$ cat src/include/branch_defs.svh
`ifndef BRANCH_DEFS_SVH
`define BRANCH_DEFS_SVH

// Checkpoint slots, one tag bit per slot
`define BS_DEPTH 4

// Program counter width
`define ADDR_BITS 32

// ROB tail pointer width
`define ROB_PTR_BITS 5

// Free list holds one bit per physical register
`define PHYS_REGS 32
`define PHYS_IDX_BITS 5

// Architectural registers held in the map table
`define ARCH_REGS 8

`endif

$ cat src/rtl/branch_pkg.sv
`default_nettype none

`include "branch_defs.svh"

package branch_pkg;

    // One-hot it names a single branch, otherwise a set of branches
    typedef logic [`BS_DEPTH-1:0] b_mask_t;

    typedef logic [`ADDR_BITS-1:0] addr_t;
    typedef logic [`ROB_PTR_BITS-1:0] rob_ptr_t;
    typedef logic [`PHYS_REGS-1:0] free_list_t;
    typedef logic [`PHYS_IDX_BITS-1:0] phys_idx_t;

    // Arch register to physical register mapping
    typedef phys_idx_t [`ARCH_REGS-1:0] map_table_t;

    // One saved checkpoint
    // recovery_pc is the not-predicted path for a branch, the predicted target for a jump
    typedef struct packed {
        logic       valid;
        logic       is_jump;
        b_mask_t    older_mask;
        addr_t      branch_pc;
        addr_t      recovery_pc;
        rob_ptr_t   rob_tail;
        map_table_t map_table;
        free_list_t free_list;
    } bs_entry_t;

endpackage

`default_nettype wire

$ cat src/rtl/branch_recovery_unit.sv
`timescale 1ns/1ps
`default_nettype none

`include "branch_defs.svh"

module branch_recovery_unit (
    input  logic                   clock,
    input  logic                   reset,
    input  logic                   dispatch_valid,
    input  logic                   dispatch_is_jump,
    input  branch_pkg::addr_t      dispatch_pc,
    input  branch_pkg::addr_t      dispatch_recovery_pc,
    input  branch_pkg::rob_ptr_t   dispatch_rob_tail,
    input  branch_pkg::map_table_t dispatch_map_table,
    input  branch_pkg::free_list_t dispatch_free_list,
    input  logic                   complete_valid,
    input  branch_pkg::b_mask_t    complete_tag,
    input  logic                   complete_mispredict,
    input  logic                   complete_predict_taken,
    input  branch_pkg::addr_t      complete_target_pc,
    input  branch_pkg::free_list_t retire_free,
    output logic                   stack_full,
    output branch_pkg::b_mask_t    dispatch_tag,
    output branch_pkg::b_mask_t    active_mask,
    output logic                   resolve_valid,
    output branch_pkg::b_mask_t    resolve_tag,
    output logic                   resolve_is_branch,
    output branch_pkg::addr_t      resolve_branch_pc,
    output logic                   restore_valid,
    output branch_pkg::addr_t      restore_pc,
    output branch_pkg::rob_ptr_t   restore_rob_tail,
    output branch_pkg::map_table_t restore_map_table,
    output branch_pkg::free_list_t restore_free_list
);
    import branch_pkg::*;

    b_mask_t                   alloc_tag;
    b_mask_t                   release_mask;
    bs_entry_t [`BS_DEPTH-1:0] stack_entries;

    // Slot being written is the tag handed back to dispatch
    assign dispatch_tag = alloc_tag;

    branch_tag_alloc u_tag_alloc (
        .clock         (clock),
        .reset         (reset),
        .dispatch_valid(dispatch_valid),
        .restore_valid (restore_valid),
        .release_mask  (release_mask),
        .alloc_tag     (alloc_tag),
        .active_mask   (active_mask),
        .stack_full    (stack_full)
    );

    branch_stack u_stack (
        .clock               (clock),
        .reset               (reset),
        .alloc_tag           (alloc_tag),
        .active_mask         (active_mask),
        .release_mask        (release_mask),
        .resolve_tag         (resolve_tag),
        .dispatch_is_jump    (dispatch_is_jump),
        .dispatch_pc         (dispatch_pc),
        .dispatch_recovery_pc(dispatch_recovery_pc),
        .dispatch_rob_tail   (dispatch_rob_tail),
        .dispatch_map_table  (dispatch_map_table),
        .dispatch_free_list  (dispatch_free_list),
        .retire_free         (retire_free),
        .stack_entries       (stack_entries)
    );

    resolve_select u_resolve (
        .complete_valid        (complete_valid),
        .complete_tag          (complete_tag),
        .complete_mispredict   (complete_mispredict),
        .complete_predict_taken(complete_predict_taken),
        .complete_target_pc    (complete_target_pc),
        .active_mask           (active_mask),
        .stack_entries         (stack_entries),
        .resolve_valid         (resolve_valid),
        .resolve_is_branch     (resolve_is_branch),
        .resolve_tag           (resolve_tag),
        .resolve_branch_pc     (resolve_branch_pc),
        .restore_valid         (restore_valid),
        .restore_pc            (restore_pc),
        .restore_rob_tail      (restore_rob_tail),
        .restore_map_table     (restore_map_table),
        .restore_free_list     (restore_free_list),
        .release_mask          (release_mask)
    );

endmodule

`default_nettype wire

$ cat src/rtl/branch_stack.sv
`timescale 1ns/1ps
`default_nettype none

`include "branch_defs.svh"

module branch_stack (
    input  logic                                  clock,
    input  logic                                  reset,
    input  branch_pkg::b_mask_t                   alloc_tag,
    input  branch_pkg::b_mask_t                   active_mask,
    input  branch_pkg::b_mask_t                   release_mask,
    input  branch_pkg::b_mask_t                   resolve_tag,
    input  logic                                  dispatch_is_jump,
    input  branch_pkg::addr_t                     dispatch_pc,
    input  branch_pkg::addr_t                     dispatch_recovery_pc,
    input  branch_pkg::rob_ptr_t                  dispatch_rob_tail,
    input  branch_pkg::map_table_t                dispatch_map_table,
    input  branch_pkg::free_list_t                dispatch_free_list,
    input  branch_pkg::free_list_t                retire_free,
    output branch_pkg::bs_entry_t [`BS_DEPTH-1:0] stack_entries
);
    import branch_pkg::*;

    bs_entry_t [`BS_DEPTH-1:0] entries;
    bs_entry_t [`BS_DEPTH-1:0] next_entries;
    b_mask_t                   new_older_mask;

    // Branches still unresolved after this cycle are older than the new one
    assign new_older_mask = active_mask & ~release_mask;

    always_comb begin
        next_entries = entries;
        for (int i = 0; i < `BS_DEPTH; i++) begin
            if (release_mask[i]) begin
                // Payload is left in place, only the control bits drop
                next_entries[i].valid = 1'b0;
                next_entries[i].older_mask = '0;
            end else if (entries[i].valid) begin
                // Resolved branch is no longer a dependency
                next_entries[i].older_mask = entries[i].older_mask & ~resolve_tag;
                // Registers retired after the checkpoint are free on recovery too
                next_entries[i].free_list = entries[i].free_list | retire_free;
            end

            if (alloc_tag[i]) begin
                next_entries[i].valid = 1'b1;
                next_entries[i].is_jump = dispatch_is_jump;
                next_entries[i].older_mask = new_older_mask;
                next_entries[i].branch_pc = dispatch_pc;
                next_entries[i].recovery_pc = dispatch_recovery_pc;
                next_entries[i].rob_tail = dispatch_rob_tail;
                next_entries[i].map_table = dispatch_map_table;
                next_entries[i].free_list = dispatch_free_list;
            end
        end
    end

    always_ff @(posedge clock) begin
        if (reset) begin
            for (int i = 0; i < `BS_DEPTH; i++) begin
                entries[i].valid <= 1'b0;
                entries[i].older_mask <= '0;
            end
        end else begin
            entries <= next_entries;
        end
    end

    assign stack_entries = entries;

endmodule

`default_nettype wire

$ cat src/rtl/branch_tag_alloc.sv
`timescale 1ns/1ps
`default_nettype none

`include "branch_defs.svh"

module branch_tag_alloc (
    input  logic                clock,
    input  logic                reset,
    input  logic                dispatch_valid,
    input  logic                restore_valid,
    input  branch_pkg::b_mask_t release_mask,
    output branch_pkg::b_mask_t alloc_tag,
    output branch_pkg::b_mask_t active_mask,
    output logic                stack_full
);
    import branch_pkg::*;

    b_mask_t free_slot;
    logic    accept;

    // Every slot holds an unresolved branch
    assign stack_full = &active_mask;

    // A branch seen in a restore cycle is on the squashed path
    assign accept = dispatch_valid && !stack_full && !restore_valid;

    // Priority search, lowest clear bit wins
    always_comb begin
        free_slot = '0;
        for (int i = `BS_DEPTH - 1; i >= 0; i--) begin
            if (!active_mask[i]) begin
                free_slot = '0;
                free_slot[i] = 1'b1;
            end
        end
    end

    // Zero when nothing is written this cycle
    assign alloc_tag = accept ? free_slot : '0;

    // Released slots become free at the edge, so they are reusable one cycle later
    always_ff @(posedge clock) begin
        if (reset) begin
            active_mask <= '0;
        end else begin
            active_mask <= (active_mask & ~release_mask) | alloc_tag;
        end
    end

endmodule

`default_nettype wire

$ cat src/rtl/resolve_select.sv
`timescale 1ns/1ps
`default_nettype none

`include "branch_defs.svh"

module resolve_select (
    input  logic                                  complete_valid,
    input  branch_pkg::b_mask_t                   complete_tag,
    input  logic                                  complete_mispredict,
    input  logic                                  complete_predict_taken,
    input  branch_pkg::addr_t                     complete_target_pc,
    input  branch_pkg::b_mask_t                   active_mask,
    input  branch_pkg::bs_entry_t [`BS_DEPTH-1:0] stack_entries,
    output logic                                  resolve_valid,
    output logic                                  resolve_is_branch,
    output branch_pkg::b_mask_t                   resolve_tag,
    output branch_pkg::addr_t                     resolve_branch_pc,
    output logic                                  restore_valid,
    output branch_pkg::addr_t                     restore_pc,
    output branch_pkg::rob_ptr_t                  restore_rob_tail,
    output branch_pkg::map_table_t                restore_map_table,
    output branch_pkg::free_list_t                restore_free_list,
    output branch_pkg::b_mask_t                   release_mask
);
    import branch_pkg::*;

    b_mask_t   hit;
    b_mask_t   younger;
    bs_entry_t sel;
    logic      target_mismatch;

    // Completions for slots that are not live are ignored
    assign hit = complete_valid ? (complete_tag & active_mask) : '0;

    assign resolve_valid = |hit;
    assign resolve_tag = hit;

    // Checkpoint mux on the one-hot tag
    always_comb begin
        sel = '0;
        for (int i = 0; i < `BS_DEPTH; i++) begin
            if (hit[i]) begin
                sel = stack_entries[i];
            end
        end
    end

    // A jump saved its predicted target in recovery_pc
    assign target_mismatch = sel.is_jump && (complete_target_pc != sel.recovery_pc);

    assign restore_valid = resolve_valid && (complete_mispredict || target_mismatch);

    assign resolve_is_branch = resolve_valid && !sel.is_jump;
    assign resolve_branch_pc = sel.branch_pc;

    // Taken-predicted branch restarts on the fall-through held in recovery_pc
    always_comb begin
        restore_pc = '0;
        restore_rob_tail = '0;
        restore_map_table = '0;
        restore_free_list = '0;
        if (restore_valid) begin
            if (!sel.is_jump && complete_predict_taken) begin
                restore_pc = sel.recovery_pc;
            end else begin
                restore_pc = complete_target_pc;
            end
            restore_rob_tail = sel.rob_tail;
            restore_map_table = sel.map_table;
            restore_free_list = sel.free_list;
        end
    end

    // Checkpoints taken after the resolving branch
    always_comb begin
        younger = '0;
        for (int i = 0; i < `BS_DEPTH; i++) begin
            younger[i] = stack_entries[i].valid && active_mask[i]
                         && |(stack_entries[i].older_mask & hit);
        end
    end

    assign release_mask = hit | (restore_valid ? younger : '0);

endmodule

`default_nettype wire

$ cat config.mk
export PLATFORM = sky130hd
export DESIGN_NAME = branch_recovery_unit
export DESIGN_NICKNAME = d
export VERILOG_FILES = /design/src/rtl/branch_pkg.sv /design/src/rtl/branch_recovery_unit.sv /design/src/rtl/branch_stack.sv /design/src/rtl/branch_tag_alloc.sv /design/src/rtl/resolve_select.sv
export VERILOG_INCLUDE_DIRS = /design/src /design/src/include
export SDC_FILE = /design/constraint.sdc
export NUM_CORES = 1
export LEC_CHECK = 0
export BUFFER_PORTS_ARGS = -buffer_cell sky130_fd_sc_hd__buf_2
export CORE_MARGIN = 5
export CORE_UTILIZATION = 40
export CTS_CLUSTER_SIZE = 10
export DETAILED_ROUTE_END_ITERATION = 12
export GPL_ROUTABILITY_DRIVEN = 0
export GPL_TIMING_DRIVEN = 0
export SETUP_SLACK_MARGIN = 0.2
export SYNTH_ARGS = -nofsm -noshare
export SYNTH_HDL_FRONTEND = slang
export SYNTH_SLANG_ARGS = --single-unit
$ cat constraint.sdc
create_clock -name clock -period 9.5 [get_ports clock]
set_clock_uncertainty 0.05 [all_clocks]
set_input_delay 0.95 -clock clock [delete_from_list [all_inputs] [get_ports clock]]
set_output_delay 0.95 -clock clock [all_outputs]
set_load 0.03 [all_outputs]
==> out/qor.yml <==
dp_slack_ps: 2310
cp-start-kind: "primary input"
arrival_ps: 6200
synth_area_leaders: "edfxtp_1 66%, nor2_1 6.0%, a221oi_1 4.1%, a21oi_1 3.5%, o21ai_0 2.2%"
whs_ps: 384
clk_latency_ps: 590
reg2regPathDepth: 15
netSwitchingFraction_pct: 23.4
core_area_um2: 64300
post-route-period-util_pct: 75.7
syn_area_um2: 25900
num_io_pins: 373
ctsResizeCount: 0
synth_simple_gate_area_share_pct: 13.6
path_max_fanout: 10
synthTopCellsByCount: "568 x edfxtp_1, 415 x nor2_1, 180 x a21oi_1"
syn_area_per_cell_um2: 11.8
syn_to_final_growth_pct: 21.7
synth_top_family_by_area: "compound AO/OA/AOI/OAI gates"
synth_top_area_share_pct: 65.8
finalCriticalPeriod_ps: 7200
cp-end-kind: "output port"
remaining_drc_errors: 0
avgRoutedWirePerCell_um: 24.9
power.leakage_nw: 11.2
fillers: 5799
clock_power_share_pct: 41.5
cts_tree: "built"
htreeDepth: 3
yosysSeqAreaShare_pct: 67.6
grt_max_degree: 28
cts-root-buf: "clkbuf_16"
layout.nets: 2888
synthAdderAreaFrac_pct: 0
ys_types: 69
finalSetupViolations: 0
rrSetupSlack_ps: 2920
clock-sinks: 592
maxSlewViolCount: 0
first_iter_violations: 2600
yosys.area.top_type: "edfxtp_1"
fin_ws_ps: 2300
drive_gt1_share_pct: 20.1
grt_pass1_vias: 20600
power_frac_comb_pct: 9.1
p_int_mw: 4.65
grt-ovfl-total: 0
clockBufferDepth: 3
whs_endpoint: "u_stack.stack_entries[585]"
grt_pass1_wl_um: 131000
numPortBuffers: 370
criticalPathCategory: "in -> out"
reg2reg_to: "u_stack.stack_entries[313]"
antenna_found_initial: 28
cts_buffers: 72
syn_inst: 2205
syn_nets: 2421
ant_nets: 0
drt_wl_total_um: 89000
rsz0062_at_grt: "false"
holdCritStartpoint: "u_stack.stack_entries[585]"
hp-class: "reg -> reg"
synth-seq-cells: 592
drt-pass1-iter-count: 7
ys_warn_count: 0
num_vias: 21100
synth-compound-area-share_pct: 14.7
worstSetupStartpoint: "complete_valid"
postSynth.asyncResetShare_pct: 0
total_power_mw: 6.06
dieArea_um2: 70000
die_h_um: 265
hold_violations: 0
num_rows: 93
slew_headroom_pct: 26.3
start_util_pct: 40.3
min_path_cells: 2
power_frac_seq_pct: 49.4
track_usage_pct: 24.3
synthMuxAreaShare_pct: 0.579
worst_pin_slew_ps: 1110
post_cts_buffers: 0
p_per_area_nw_per_um2: 192
clk_pin_slew_ps: 60
cts_hold_buf: 0
die_x_um: 265
hpwlAfterDp_um: 62200
reg2reg_from: "u_tag_alloc.active_mask[2]"
ir_drop_mv: 0.155
synth_edf_count: 568
switchingPower_mw: 1.42
critPathRequiredTime_ps: 8500
status: "completed"
synthXorXnorAreaFrac_pct: 0.270
post-route-util_pct: 49.0
yosysMostFrequentCell: "edfxtp_1"
via_per_inst: 5.91
ys.flop_type: "edfxtp_1"
timing.fmax_mhz: 139
drv_cap: 0
[critical path, cell delays in order]
cell	delay, ps
buf_2	130
buf_2	260
nand3_1	220
inv_1	280
buf_1	620
a311oi_1	80
o21ai_0	600
xor2_1	140
nor4_1	560
nand4_1	280
nor4_1	480
a21oi_1	330
clkbuf_1	360
buf_1	420
inv_1	150
buf_4	120
buf_2	190
[power groups by stage]
stage | clock, mW | sequential (mW) | combinational [mW]
after detailed placement | 0 | 3.04 | 0.544
after floorplan | 0 | 3.05 | 0.278
after global routing | 2.68 | 3.00 | 0.591
final | 2.52 | 2.99 | 0.552
after global placement | 0 | 3.07 | 0.505
after CTS | 2.56 | 2.99 | 0.545
[worst max-delay path by stage]
stage / cells after the start / to
floorplan: 14 / u_stack.stack_entries[294]
global placement: 15 / u_stack.stack_entries[314]
detailed placement: 17 / u_stack.stack_entries[315]
CTS: 17 / dispatch_tag[3]
global route: 17 / dispatch_tag[3]
finish: 17 / dispatch_tag[3]
[flip-flops by register name (all words and copies together) (netlist names)]
signal	flops
u_tag_alloc.active_mask	4
u_stack.stack_entries	588
[per-stage QoR]
stage	std cells	area, µm²	TNS, ps
global placement	3430	28900	-2602220
finish	3574	31600	0
floorplan	2205	25900	0
global route	3566	31500	0
CTS	3555	31500	0
detailed placement	3453	29400	0
[metal layers]
layer	vias to the layer above	part of all wire (%)	global-route usage [%]
met4	22	3.9	10.3
met5	-	0.18	0
met1	10300	40	32.7
met3	216	11	6.72
li1	9362	-	-
met2	1247	45	37.3
[final cells by class]
type	count	area [µm²]	area share, %
diodes	19	47.5	0.151
plain buffers	166	707	2.24
clock buffers	93	1960	6.22
clock inverters	9	144	0.456
inverters	39	148	0.468
multi-input cells	1408	7620	24.1
flip-flops and latches	592	17500	55.6
well taps	855	1070	3.39
repair buffers	393	2320	7.35
[cell usage in the layout, fill, tap and decap left out, drive strengths merged, types with 12 or more instances in the layout]
cell and count:
a311oi 16, clkbuf 208, a32o 13, diode 19, dfxtp 24, o31ai 14, nand3 67, a221oi 121
a31oi 13, buf 444, o22ai 46, nand3b 12, nand2 150, nor4 15, nor3 87, inv 38
mux2i 15, nor2 416, a21oi 181, o21ai 119, edfxtp 568
[cell families after synthesis]
group                  count (synthesis)
AND/OR/NAND/NOR                      805
XOR/XNOR                               8
buffers and inverters                205
multiplexers                          15
flip-flops                           592
AO/OA/AOI/OAI                        580
No activity file was read; power rests on OpenSTA's default activity.
